==> config.mk <==
export PLATFORM = sky130hd
export DESIGN_NAME = popcnt_top
export DESIGN_NICKNAME = d
export VERILOG_FILES = /design/src/hdl/popcnt_pkg.sv /design/src/hdl/bit_population_counter.sv /design/src/hdl/popcnt_arbiter.sv /design/src/hdl/popcnt_engine.sv /design/src/hdl/popcnt_top.sv
export VERILOG_INCLUDE_DIRS = /design/src /design/src/hdl
export SDC_FILE = /design/constraint.sdc
export NUM_CORES = 1
export LEC_CHECK = 0
export BUFFER_PORTS_ARGS = -buffer_cell sky130_fd_sc_hd__buf_4
export CORE_MARGIN = 10
export CORE_UTILIZATION = 45
export DETAILED_ROUTE_END_ITERATION = 7
export GPL_ROUTABILITY_DRIVEN = 0
export SETUP_SLACK_MARGIN = 0.2
export SLEW_MARGIN = 20
export SYNTH_ARGS = -nofsm -noshare
export SYNTH_HDL_FRONTEND = slang
export SYNTH_HIERARCHICAL = 1
export SYNTH_SLANG_ARGS = --single-unit
==> constraint.sdc <==
create_clock -name clk_i -period 11.4 [get_ports clk_i]
set_clock_uncertainty 0.15 [all_clocks]
set_input_delay 0 -clock clk_i [delete_from_list [all_inputs] [get_ports clk_i]]
set_output_delay 0 -clock clk_i [all_outputs]
set_load 0.02 [all_outputs]
==> src/hdl/popcnt_config.svh <==
`ifndef POPCNT_CONFIG_SVH
`define POPCNT_CONFIG_SVH

// ---------------------------------------------------------------------------
// sizes of the bit-counting service
// ---------------------------------------------------------------------------

// bits per request vector
`define POPCNT_WIDTH    16

// peer clients sharing the engine
`define POPCNT_CLIENTS  3

// credits per client, same as its queue depth
`define POPCNT_CREDITS  4

// derived sizes
`define POPCNT_CLIENT_W ((`POPCNT_CLIENTS > 1) ? $clog2(`POPCNT_CLIENTS) : 1)
`define POPCNT_CNT_W    ($clog2(`POPCNT_WIDTH) + 2)
`define POPCNT_LAT      ($clog2(`POPCNT_WIDTH) + 1)

`endif

==> src/hdl/popcnt_pkg.sv <==
`include "popcnt_config.svh"

package popcnt_pkg;

  // -------------------------------------------------------------------------
  // opcodes and arbiter states
  // -------------------------------------------------------------------------

  // what the engine counts
  typedef enum logic {
    OP_ONES  = 1'b0,
    OP_ZEROS = 1'b1
  } popcnt_op_e;

  // idle only while every client queue is empty
  typedef enum logic {
    ARB_IDLE  = 1'b0,
    ARB_GRANT = 1'b1
  } arb_state_e;

  // -------------------------------------------------------------------------
  // request, tag and result
  // -------------------------------------------------------------------------

  // one request from a client
  typedef struct packed {
    popcnt_op_e                op;
    logic [`POPCNT_WIDTH-1:0]  data;
  } popcnt_req_t;

  // travels beside the data through the counter
  typedef struct packed {
    logic [`POPCNT_CLIENT_W-1:0] client;
    popcnt_op_e                  op;
  } popcnt_tag_t;

  // one result on the shared bus
  typedef struct packed {
    logic [`POPCNT_CLIENT_W-1:0] client;
    logic [`POPCNT_CNT_W-1:0]    count;
  } popcnt_rsp_t;

endpackage

==> src/hdl/bit_population_counter.sv <==
`timescale 1ns/100ps

module bit_population_counter #(
  parameter int WIDTH = 16
)(
  input  logic                       clk_i,
  input  logic                       srst_i,
  input  logic [WIDTH-1:0]           data_i,
  input  logic                       data_val_i,

  output logic [$clog2(WIDTH)+1:0]   data_o,
  output logic                       data_val_o
);

  localparam int CNT_W  = $clog2(WIDTH) + 2;
  // padded up to a power of two so both halves are equal
  localparam int REAL_W = 1 << $clog2(WIDTH);

  logic [REAL_W-1:0] data_masked;

  // invalid input counts as all zeros
  always_comb
  begin
    data_masked = data_val_i ? REAL_W'(data_i) : '0;
  end

  generate
    if (WIDTH == 1)
    begin : g_leaf
      // -------------------------------------------------------------------
      // leaf: one bit, one register stage
      // -------------------------------------------------------------------
      always_ff @(posedge clk_i)
      begin
        if (srst_i)
          data_val_o <= 1'b0;
        else
          data_val_o <= data_val_i;
      end

      always_ff @(posedge clk_i)
      begin
        data_o <= CNT_W'(data_masked);
      end
    end
    else
    begin : g_node
      // -------------------------------------------------------------------
      // inner level: two half-width counters and an adder stage
      // -------------------------------------------------------------------
      localparam int HALF_W     = REAL_W / 2;
      localparam int HALF_CNT_W = $clog2(HALF_W) + 2;

      logic [HALF_CNT_W-1:0] lo_cnt;
      logic [HALF_CNT_W-1:0] hi_cnt;
      logic                  lo_val;
      logic                  hi_val;
      logic                  both_val;

      // lower half of the vector
      bit_population_counter #(
        .WIDTH      (HALF_W)
      ) u_lo (
        .clk_i      (clk_i),
        .srst_i     (srst_i),
        .data_i     (data_masked[HALF_W-1:0]),
        .data_val_i (data_val_i),
        .data_o     (lo_cnt),
        .data_val_o (lo_val)
      );

      // upper half of the vector
      bit_population_counter #(
        .WIDTH      (HALF_W)
      ) u_hi (
        .clk_i      (clk_i),
        .srst_i     (srst_i),
        .data_i     (data_masked[REAL_W-1:HALF_W]),
        .data_val_i (data_val_i),
        .data_o     (hi_cnt),
        .data_val_o (hi_val)
      );

      assign both_val = lo_val && hi_val;

      always_ff @(posedge clk_i)
      begin
        if (srst_i)
          data_val_o <= 1'b0;
        else
          data_val_o <= both_val;
      end

      // sum widens by one bit per level
      always_ff @(posedge clk_i)
      begin
        if (both_val)
          data_o <= CNT_W'(lo_cnt) + CNT_W'(hi_cnt);
        else
          data_o <= '0;
      end
    end
  endgenerate

endmodule

==> src/hdl/popcnt_arbiter.sv <==
`timescale 1ns/100ps
`include "popcnt_config.svh"

module popcnt_arbiter (
  input  logic                                            clk_i,
  input  logic                                            srst_i,

  input  logic [`POPCNT_CLIENTS-1:0]                      req_valid_i,
  input  popcnt_pkg::popcnt_req_t [`POPCNT_CLIENTS-1:0]   req_i,
  output logic [`POPCNT_CLIENTS-1:0]                      credit_o,

  output logic                                            grant_valid_o,
  output popcnt_pkg::popcnt_req_t                         grant_req_o,
  output popcnt_pkg::popcnt_tag_t                         grant_tag_o
);

  localparam int N     = `POPCNT_CLIENTS;
  localparam int DEPTH = `POPCNT_CREDITS;
  localparam int PTR_W = (DEPTH > 1) ? $clog2(DEPTH) : 1;
  localparam int CNT_W = $clog2(DEPTH + 1);
  localparam int IDX_W = `POPCNT_CLIENT_W;

  popcnt_pkg::popcnt_req_t [N-1:0] head_req;
  logic [N-1:0]                    q_empty;
  logic [N-1:0]                    nonempty_d;
  logic [N-1:0]                    pop;

  logic [IDX_W-1:0]                rr_ptr;
  logic [IDX_W-1:0]                pick;
  logic                            pick_found;
  logic                            grant_en;

  popcnt_pkg::arb_state_e          state_q;

  // ---------------------------------------------------------------------------
  // per-client request queues
  // ---------------------------------------------------------------------------
  generate
    for (genvar c = 0; c < N; c++)
    begin : g_queue
      popcnt_pkg::popcnt_req_t mem [DEPTH];
      logic [PTR_W-1:0]        wr_ptr;
      logic [PTR_W-1:0]        rd_ptr;
      logic [CNT_W-1:0]        cnt;
      logic [CNT_W-1:0]        cnt_d;

      assign q_empty[c]  = (cnt == '0);
      assign head_req[c] = mem[rd_ptr];
      assign pop[c]      = grant_en && (pick == IDX_W'(c));

      always_comb
      begin
        cnt_d = cnt + CNT_W'(req_valid_i[c]) - CNT_W'(pop[c]);
      end

      assign nonempty_d[c] = (cnt_d != '0);

      always_ff @(posedge clk_i)
      begin
        if (srst_i)
        begin
          wr_ptr <= '0;
          rd_ptr <= '0;
          cnt    <= '0;
        end
        else
        begin
          cnt <= cnt_d;
          if (req_valid_i[c])
            wr_ptr <= (wr_ptr == PTR_W'(DEPTH - 1)) ? '0 : wr_ptr + 1'b1;
          if (pop[c])
            rd_ptr <= (rd_ptr == PTR_W'(DEPTH - 1)) ? '0 : rd_ptr + 1'b1;
        end
      end

      always_ff @(posedge clk_i)
      begin
        if (req_valid_i[c])
          mem[wr_ptr] <= req_i[c];
      end

      // a client without credit would push into a full queue
      a_no_overflow: assert property (
        @(posedge clk_i) disable iff (srst_i)
        req_valid_i[c] |-> (cnt != CNT_W'(DEPTH))
      );
    end
  endgenerate

  // ---------------------------------------------------------------------------
  // round-robin pick
  // ---------------------------------------------------------------------------

  // first non-empty queue at or after rr_ptr
  always_comb
  begin
    int idx;
    pick       = '0;
    pick_found = 1'b0;
    for (int off = 0; off < N; off++)
    begin
      idx = int'(rr_ptr) + off;
      if (idx >= N)
        idx = idx - N;
      if (!pick_found && !q_empty[idx])
      begin
        pick       = IDX_W'(idx);
        pick_found = 1'b1;
      end
    end
  end

  assign grant_en = pick_found && (state_q == popcnt_pkg::ARB_GRANT);

  always_ff @(posedge clk_i)
  begin
    if (srst_i)
    begin
      state_q       <= popcnt_pkg::ARB_IDLE;
      rr_ptr        <= '0;
      grant_valid_o <= 1'b0;
      credit_o      <= '0;
    end
    else
    begin
      state_q       <= (|nonempty_d) ? popcnt_pkg::ARB_GRANT : popcnt_pkg::ARB_IDLE;
      grant_valid_o <= grant_en;
      // credit goes back in the same cycle as the grant
      credit_o      <= pop;
      if (grant_en)
        rr_ptr <= (pick == IDX_W'(N - 1)) ? '0 : pick + 1'b1;
    end
  end

  // grant payload
  always_ff @(posedge clk_i)
  begin
    grant_req_o        <= head_req[pick];
    grant_tag_o.client <= pick;
    grant_tag_o.op     <= head_req[pick].op;
  end

  a_one_credit: assert property (
    @(posedge clk_i) disable iff (srst_i)
    $onehot0(credit_o)
  );

endmodule

==> src/hdl/popcnt_engine.sv <==
`timescale 1ns/100ps
`include "popcnt_config.svh"

module popcnt_engine (
  input  logic                      clk_i,
  input  logic                      srst_i,

  input  logic                      grant_valid_i,
  input  popcnt_pkg::popcnt_req_t   grant_req_i,
  input  popcnt_pkg::popcnt_tag_t   grant_tag_i,

  output logic                      rsp_valid_o,
  output popcnt_pkg::popcnt_rsp_t   rsp_o
);

  localparam int LAT   = `POPCNT_LAT;
  localparam int CNT_W = `POPCNT_CNT_W;

  logic [CNT_W-1:0]          ones_cnt;
  logic                      ones_val;

  logic [LAT-1:0]            tag_val;
  popcnt_pkg::popcnt_tag_t   tag_pipe [LAT];
  popcnt_pkg::popcnt_tag_t   tag_out;

  // ---------------------------------------------------------------------------
  // ones counter
  // ---------------------------------------------------------------------------
  bit_population_counter #(
    .WIDTH      (`POPCNT_WIDTH)
  ) u_counter (
    .clk_i      (clk_i),
    .srst_i     (srst_i),
    .data_i     (grant_req_i.data),
    .data_val_i (grant_valid_i),
    .data_o     (ones_cnt),
    .data_val_o (ones_val)
  );

  // ---------------------------------------------------------------------------
  // tag pipeline, same depth as the counter
  // ---------------------------------------------------------------------------
  always_ff @(posedge clk_i)
  begin
    if (srst_i)
      tag_val <= '0;
    else
    begin
      tag_val[0] <= grant_valid_i;
      for (int i = 1; i < LAT; i++)
        tag_val[i] <= tag_val[i-1];
    end
  end

  always_ff @(posedge clk_i)
  begin
    tag_pipe[0] <= grant_tag_i;
    for (int i = 1; i < LAT; i++)
      tag_pipe[i] <= tag_pipe[i-1];
  end

  assign tag_out = tag_pipe[LAT-1];

  // ---------------------------------------------------------------------------
  // result bus
  // ---------------------------------------------------------------------------
  assign rsp_valid_o = tag_val[LAT-1];

  // zeros are whatever the ones leave over
  always_comb
  begin
    rsp_o.client = tag_out.client;
    if (tag_out.op == popcnt_pkg::OP_ZEROS)
      rsp_o.count = CNT_W'(`POPCNT_WIDTH) - ones_cnt;
    else
      rsp_o.count = ones_cnt;
  end

  // tag must line up with the counter output
  a_tag_align: assert property (
    @(posedge clk_i) disable iff (srst_i)
    tag_val[LAT-1] == ones_val
  );

endmodule

==> src/hdl/popcnt_top.sv <==
`timescale 1ns/100ps
`include "popcnt_config.svh"

module popcnt_top (
  input  logic                                            clk_i,
  input  logic                                            srst_i,

  // client side
  input  logic [`POPCNT_CLIENTS-1:0]                      req_valid_i,
  input  popcnt_pkg::popcnt_req_t [`POPCNT_CLIENTS-1:0]   req_i,
  output logic [`POPCNT_CLIENTS-1:0]                      credit_o,

  // shared result bus
  output logic                                            rsp_valid_o,
  output popcnt_pkg::popcnt_rsp_t                         rsp_o
);

  logic                      grant_valid;
  popcnt_pkg::popcnt_req_t   grant_req;
  popcnt_pkg::popcnt_tag_t   grant_tag;

  // ---------------------------------------------------------------------------
  // queues and round-robin grant
  // ---------------------------------------------------------------------------
  popcnt_arbiter u_arbiter (
    .clk_i         (clk_i),
    .srst_i        (srst_i),
    .req_valid_i   (req_valid_i),
    .req_i         (req_i),
    .credit_o      (credit_o),
    .grant_valid_o (grant_valid),
    .grant_req_o   (grant_req),
    .grant_tag_o   (grant_tag)
  );

  // ---------------------------------------------------------------------------
  // counting pipeline
  // ---------------------------------------------------------------------------
  popcnt_engine u_engine (
    .clk_i         (clk_i),
    .srst_i        (srst_i),
    .grant_valid_i (grant_valid),
    .grant_req_i   (grant_req),
    .grant_tag_i   (grant_tag),
    .rsp_valid_o   (rsp_valid_o),
    .rsp_o         (rsp_o)
  );

endmodule

# Word-level counts from Yosys, hierarchy flattened
# Memories as Yosys holds them, arrays and structs flattened. A register that Yosys moved wholly into a read port is not among the register bits.
# Index checks and enable logic that the tools add are counted.
[classes]
addsub = 34
magnitude_cmp = 7
n_eq_ne = 8
muxes = 41
reduce_logical = 17
[op_table]
columns = ["cell", "count"]
rows = [
  ["$lt A32 B4 Y1 const B", 3],
  ["$mux W32", 3],
  ["$ge A32 B3 Y1 const B", 2],
  ["$sub A32 B3 Y32 const B", 2],
  ["$bmux W17 S2", 1],
  ["$mux W2", 16],
  ["$mux W17", 1],
  ["$add A1 B1 Y2", 8],
  ["$add A3 B3 Y4", 4],
  ["$mux W1", 16],
  ["$add A2 B1 Y2 const B", 7],
  ["$eq A2 B2 Y1 const B", 7],
  ["$add A4 B4 Y5", 2],
  ["$add A3 B1 Y3", 3],
  ["$logic_not A3 Y1", 3],
  ["$reduce_bool A3 Y1", 3],
  ["$sub A3 B1 Y3", 3],
  ["$add A5 B5 Y6", 1],
  ["$bmux W1 S2", 3],
  ["$logic_and A1 B1 Y1", 6],
  ["$mux W6", 1],
  ["$sub A5 B6 Y6 const A", 1],
  ["$add A2 B1 Y3 const B", 1],
  ["$add A2 B2 Y3 const B", 1],
  ["other kinds (7)", 9],
]
[totals]
reg_bits = 128
ramBits = 219
inputBits = 56
wordCells = 163
mem_count = 4
[mem_list]
columns = ["name", "depth", "width", "rd", "rd_ports_with_merged_regs", "write_ports", "line", "rtl"]
rows = [
  ["u_arbiter.g_queue[0].mem", 4, 17, 1, 1, 1, "popcnt_arbiter.sv:41", "popcnt_pkg::popcnt_req_t mem [DEPTH];"],
  ["u_arbiter.g_queue[1].mem", 4, 17, 1, 1, 1, "popcnt_arbiter.sv:41", ""],
  ["u_arbiter.g_queue[2].mem", 4, 17, 1, 1, 1, "popcnt_arbiter.sv:41", ""],
  ["u_engine.tag_pipe", 5, 3, 5, 0, 5, "popcnt_engine.sv:23", "popcnt_pkg::popcnt_tag_t tag_pipe [LAT];"],
]

# Depth between registers and ports, before layout
[logic_depth]
ltp_word = 18
mapped_depth = 15
depth_no_buf = 14

# Cells and area by module
# The synthesis kept the hierarchy.
[by_module_without_submodules]
columns = ["module", "instances", "cells_each", "area_each_um2"]
rows = [
  ["popcnt_arbiter", 1, 545, 9980.8],
  ["bit_population_counter at u_engine.u_counter.g_node.u_hi.g_node.u_hi.g_node.u_hi ...", 8, 15, 168.9],
  ["bit_population_counter at u_engine.u_counter.g_node.u_hi.g_node.u_hi.g_node.u_hi.g_node.u_hi ...", 16, 6, 71.3],
  ["bit_population_counter at u_engine.u_counter.g_node.u_hi.g_node.u_hi ...", 4, 25, 252.7],
  ["popcnt_engine", 1, 42, 545.5],
  ["bit_population_counter at u_engine.u_counter", 1, 51, 449.2],
  ["bit_population_counter at u_engine.u_counter.g_node.u_lo", 1, 37, 344.1],
  ["bit_population_counter at u_engine.u_counter.g_node.u_hi", 1, 37, 339.1],
]

# Worst setup path before layout
# No wires, ideal clock.
[synth_path]
path_type = "reg-to-reg"
startpoint = "register u_arbiter.rr_ptr[0]"
endpoint = "register u_arbiter.state_q"
setup_ns = 0.138
arrival_ns = 3.408
required_time_ns = 11.112
slack_ns = 7.704
stages_incl_launch_ff = 16
path_buffers = 1
cell_sequence = "dfxtp_1 -> inv_1 -> ha_1 -> buf_4 -> or4b_4 -> a21o_2 -> a21oi_1 -> nand2_1 -> inv_1 -> ha_1 -> inv_1 -> ha_1 -> fa_1 -> or4_1 -> nor3_1 -> a41oi_1"
[synth_between]
elab_chain_cells = 18
word_cells_on_any_way = 46
[synth_rtl]
columns = ["item", "line", "rtl"]
rows = [
  ["start: declaration", "popcnt_arbiter.sv:28", "logic [IDX_W-1:0] rr_ptr;"],
  ["start signal: assignment", "popcnt_arbiter.sv:131", "rr_ptr <= (pick == IDX_W'(N - 1)) ? '0 : pick + 1'b1;"],
  ["$add A2 B1 Y3", "popcnt_arbiter.sv:102", "idx = int'(rr_ptr) + off;"],
  ["$sub A32 B3 Y32 / $ge A32 B3 Y1 (equally long branches)", "popcnt_arbiter.sv:104, popcnt_arbiter.sv:103", ""],
  ["$mux W32", "popcnt_arbiter.sv:103", "if (idx >= N)"],
  ["$bmux W1 S2", "popcnt_arbiter.sv:105", "if (!pick_found && !q_empty[idx])"],
  ["$mux W1 (not written as such) (2 in a row)", "popcnt_arbiter.sv:105", ""],
  ["$logic_not A1 Y1", "popcnt_arbiter.sv:105", ""],
  ["$logic_and A1 B1 Y1", "popcnt_arbiter.sv:105", ""],
  ["$mux W1", "popcnt_arbiter.sv:105", ""],
  ["[... 3 more ...]", "n/a", ""],
  ["$eq A2 B1 Y1 / $logic_and A1 B1 Y1 (equally long branches)", "popcnt_arbiter.sv:49, popcnt_arbiter.sv:113", ""],
  ["$logic_and A1 B1 Y1 *", "popcnt_arbiter.sv:49", "assign pop[c] = grant_en && (pick == IDX_W'(c));"],
  ["via u_arbiter.pop[1]", "popcnt_arbiter.sv:26", "logic [N-1:0] pop;"],
  ["$sub A3 B1 Y3 *", "popcnt_arbiter.sv:53", "cnt_d = cnt + CNT_W'(req_valid_i[c]) - CNT_W'(pop[c]);"],
  ["via u_arbiter.g_queue[1].cnt_d[1]", "popcnt_arbiter.sv:45", "logic [CNT_W-1:0] cnt_d;"],
  ["$reduce_bool A3 Y1 *", "popcnt_arbiter.sv:56", "assign nonempty_d[c] = (cnt_d != '0);"],
  ["$reduce_or A3 Y1 *", "popcnt_arbiter.sv:126", "state_q <= (|nonempty_d) ? popcnt_pkg::ARB_GRANT : popcnt_pkg::ARB_IDLE;"],
  ["$mux W1 *", "popcnt_arbiter.sv:126", ""],
  ["end signal: assignment", "popcnt_arbiter.sv:119", "state_q <= popcnt_pkg::ARB_IDLE;"],
  ["end signal: assignment", "popcnt_arbiter.sv:126", ""],
  ["end: declaration", "popcnt_arbiter.sv:33", "popcnt_pkg::arb_state_e state_q;"],
]
# The timed path passes the listed nets; every way through them passes the cells marked *. The select of a mux whose other input is x is not followed.
# A chain may end at the register's enable or synchronous reset.

# Worst setup path after layout
# Same ends and word-level chain as after synthesis.

==> run_results.csv <==
group,metric,value,unit
outcome,status,"finished, final reports clean",
critical_path,r2r_end,"u_arbiter/state_q",
floorplanning,rows,67,
placement,io_buffers,67,
timing,whs,0.0647,ns
critical_path,worstPathRequired,11.59,ns
yosys,ys_warn_count,6,
grt,grt_pass1_vias,8241,
critical_path,crit_path_end_kind,"register",
timing,fin_crit,4.17,ns
route,vias_per_cell,4.82,
min_path,min_path_type,"input pin to register",
cells_and_area,stdcell_count,1631,
grt,grt-ovfl-total,0,
floorplanning,io_pins,68,
critical_path,crit_arrival,4.37,ns
timing,rsz0062_at_grt,"no",
critical_path,criticalPathCategory,"register to register",
floorplanning,die_w,203,um
route,drc,0,
yosys,netlist_area,0.0151,mm^2
timing,fin_tns_setup,0,ns
yosys,syn_nets,1157,
cells_and_area,drive_gt1_share,19.0,%
clocking,postCtsSetupBuffers,0,
clocking,clkTransAtPathRegs,0.06,ns
clocking,hold_buffers,55,
pwr,vdd_ir_drop_max,0.136,mV
clocking,cts.repair.resized,0,
timing,finalHoldViolations,0,
timing,slew_viol_final,0,
critical_path,cp-endpoint,"u_arbiter/state_q",
clocking,clkLatencyLatePin,0.53,ns
grt,grt_pass1_wl,42.5,mm
run,cap_viol_max_count,0,
clocking,cts_tree,"done",
clocking,root_buffer,"clkbuf_16",
placement,dp_cells,1506,
critical_path,start_kind,"register",
cells_and_area,fill_cells,2778,
floorplanning,start_util,45.4,%
critical_path,rrSetupSlack,7.23,ns
timing,setup_viol,0,
route,drt-total-wl,25.4,mm
floorplanning,dieArea,0.0414,mm^2
route,drt_first_pass_iters,5,
grt,grt_use_total,12.6,%
critical_path,r2r_cells,14,
critical_path,startpoint,"u_arbiter/rr_ptr[0]",
route,wl_per_cell,15.6,um
pwr,power.density,209,mW/mm^2
floorplanning,die_height,203,um
pwr,leakage,6.73,nW
timing,clock.fmax,0.240,GHz
clocking,clockBufferDepth,3,
route,initialDrtViolationCount,308,
placement,place_hpwl,16.9,mm
cells_and_area,post-route-util,53.5,%
grt,grt_max_degree,98,
grt,antenna_found_initial,2,
yosys,synthCells,1026,
clocking,cts-htree-levels,2,
floorplanning,design.core.area,0.0334,mm^2
cells_and_area,syn_to_final_growth,17.8,%
critical_path,worst-path-max-fanout,9,
clocking,clock_sinks,379,
route,vias,7866,
timing,timing.final.crit_share,36.6,%
timing,tightest_slew,0.995,ns
clocking,cts_buffers,40,
timing,slew-limit-headroom,33.7,%
route,ant_nets,0,
cells_and_area,final_nets,1286,
yosys,syn_area_per_cell,14.8,um^2
critical_path,r2r-start,"u_arbiter/rr_ptr[0]",
worst min-delay path by stage:
| stage | startpoint | cells past startpoint | end | slack (ns) |
|---|---|---|---|---|
| detailed placement | req_i[33] | 1 | u_arbiter/g_queue[1].mem[2][16] | 0.05 |
| CTS | req_i[33] | 2 | u_arbiter/g_queue[1].mem[1][16] | 0.03 |
| global route | req_i[27] | 2 | u_arbiter/g_queue[1].mem[1][10] | 0.05 |
| finish | req_i[24] | 2 | u_arbiter/g_queue[1].mem[3][7] | 0.06 |
| floorplan | srst_i | 1 | register | -0.09 |
| global placement | req_i[18] | 1 | u_arbiter/g_queue[1].mem[3][1] | 0.05 |
per-layer routing:
| layer | GRT usage [%] | up-vias | routed length, um |
|---|---|---|---|
| li1 | - | 3865 | - |
| met1 | 15.4 | 3847 | 11200 |
| met2 | 21.9 | 114 | 12700 |
| met3 | 3.05 | 38 | 1000 |
| met4 | 3.60 | 2 | 501 |
| met5 | 0 | - | 13 |
critical path, cell delays in order, from the launching register on:
cell     delay (ns)
dfxtp_1        0.35
inv_1          0.05
ha_1           0.43
or4b_4         0.55
a21o_2         0.23
a21oi_1        0.25
nand2_1        0.13
inv_1          0.13
ha_1           0.24
inv_1          0.06
ha_1           0.16
fa_1           0.43
or4_1          0.54
nor3_1         0.15
a41oi_1        0.14
power breakdown:
part           switching, mW  total (mW)  internal (mW)
clock network          0.500        1.27          0.765
logic                  0.450       0.828          0.378
registers             0.0601        1.64           1.58
per-stage QoR:
step | cell area [um^2] | worst slack, ns | power (mW)
floorplan | 15100 | 7.70 | 2.29
finish | 17800 | 7.23 | 3.74
global route | 17800 | 7.03 | 3.94
global placement | 16000 | 7.40 | 2.48
CTS | 17800 | 7.23 | 3.79
detailed placement | 16000 | 7.24 | 2.50
placed cells by master (no fill, tap or decap), types with 12 or more instances in the layout:
| cell type | n |
|---|---|
| buf_4 | 74 |
| mux2i_1 | 23 |
| and3_1 | 18 |
| and3b_1 | 26 |
| dlygate4sd3_1 | 55 |
| inv_1 | 72 |
| clkbuf_16 | 43 |
| fa_1 | 18 |
| ha_1 | 57 |
| clkbuf_1 | 12 |
| o21ai_0 | 18 |
| edfxtp_1 | 204 |
| conb_1 | 16 |
| nor2b_1 | 12 |
| dfxtp_1 | 174 |
| nor2b_4 | 16 |
| and2_1 | 94 |
| nand2_1 | 26 |
| nor2_1 | 41 |
| mux4_2 | 51 |
cell type report:
type                    count  area, um^2  area share, %
diodes                      1        2.50         0.0140
multi-input cells         533        4970           27.9
flip-flops and latches    379        9630           54.0
clock inverters            12         153          0.856
inverters                  72         270           1.52
clock buffers              57        1140           6.39
repair buffers            129        1110           6.20
well taps                 448         561           3.14
Note: power is estimated with default switching activity, not from simulation.
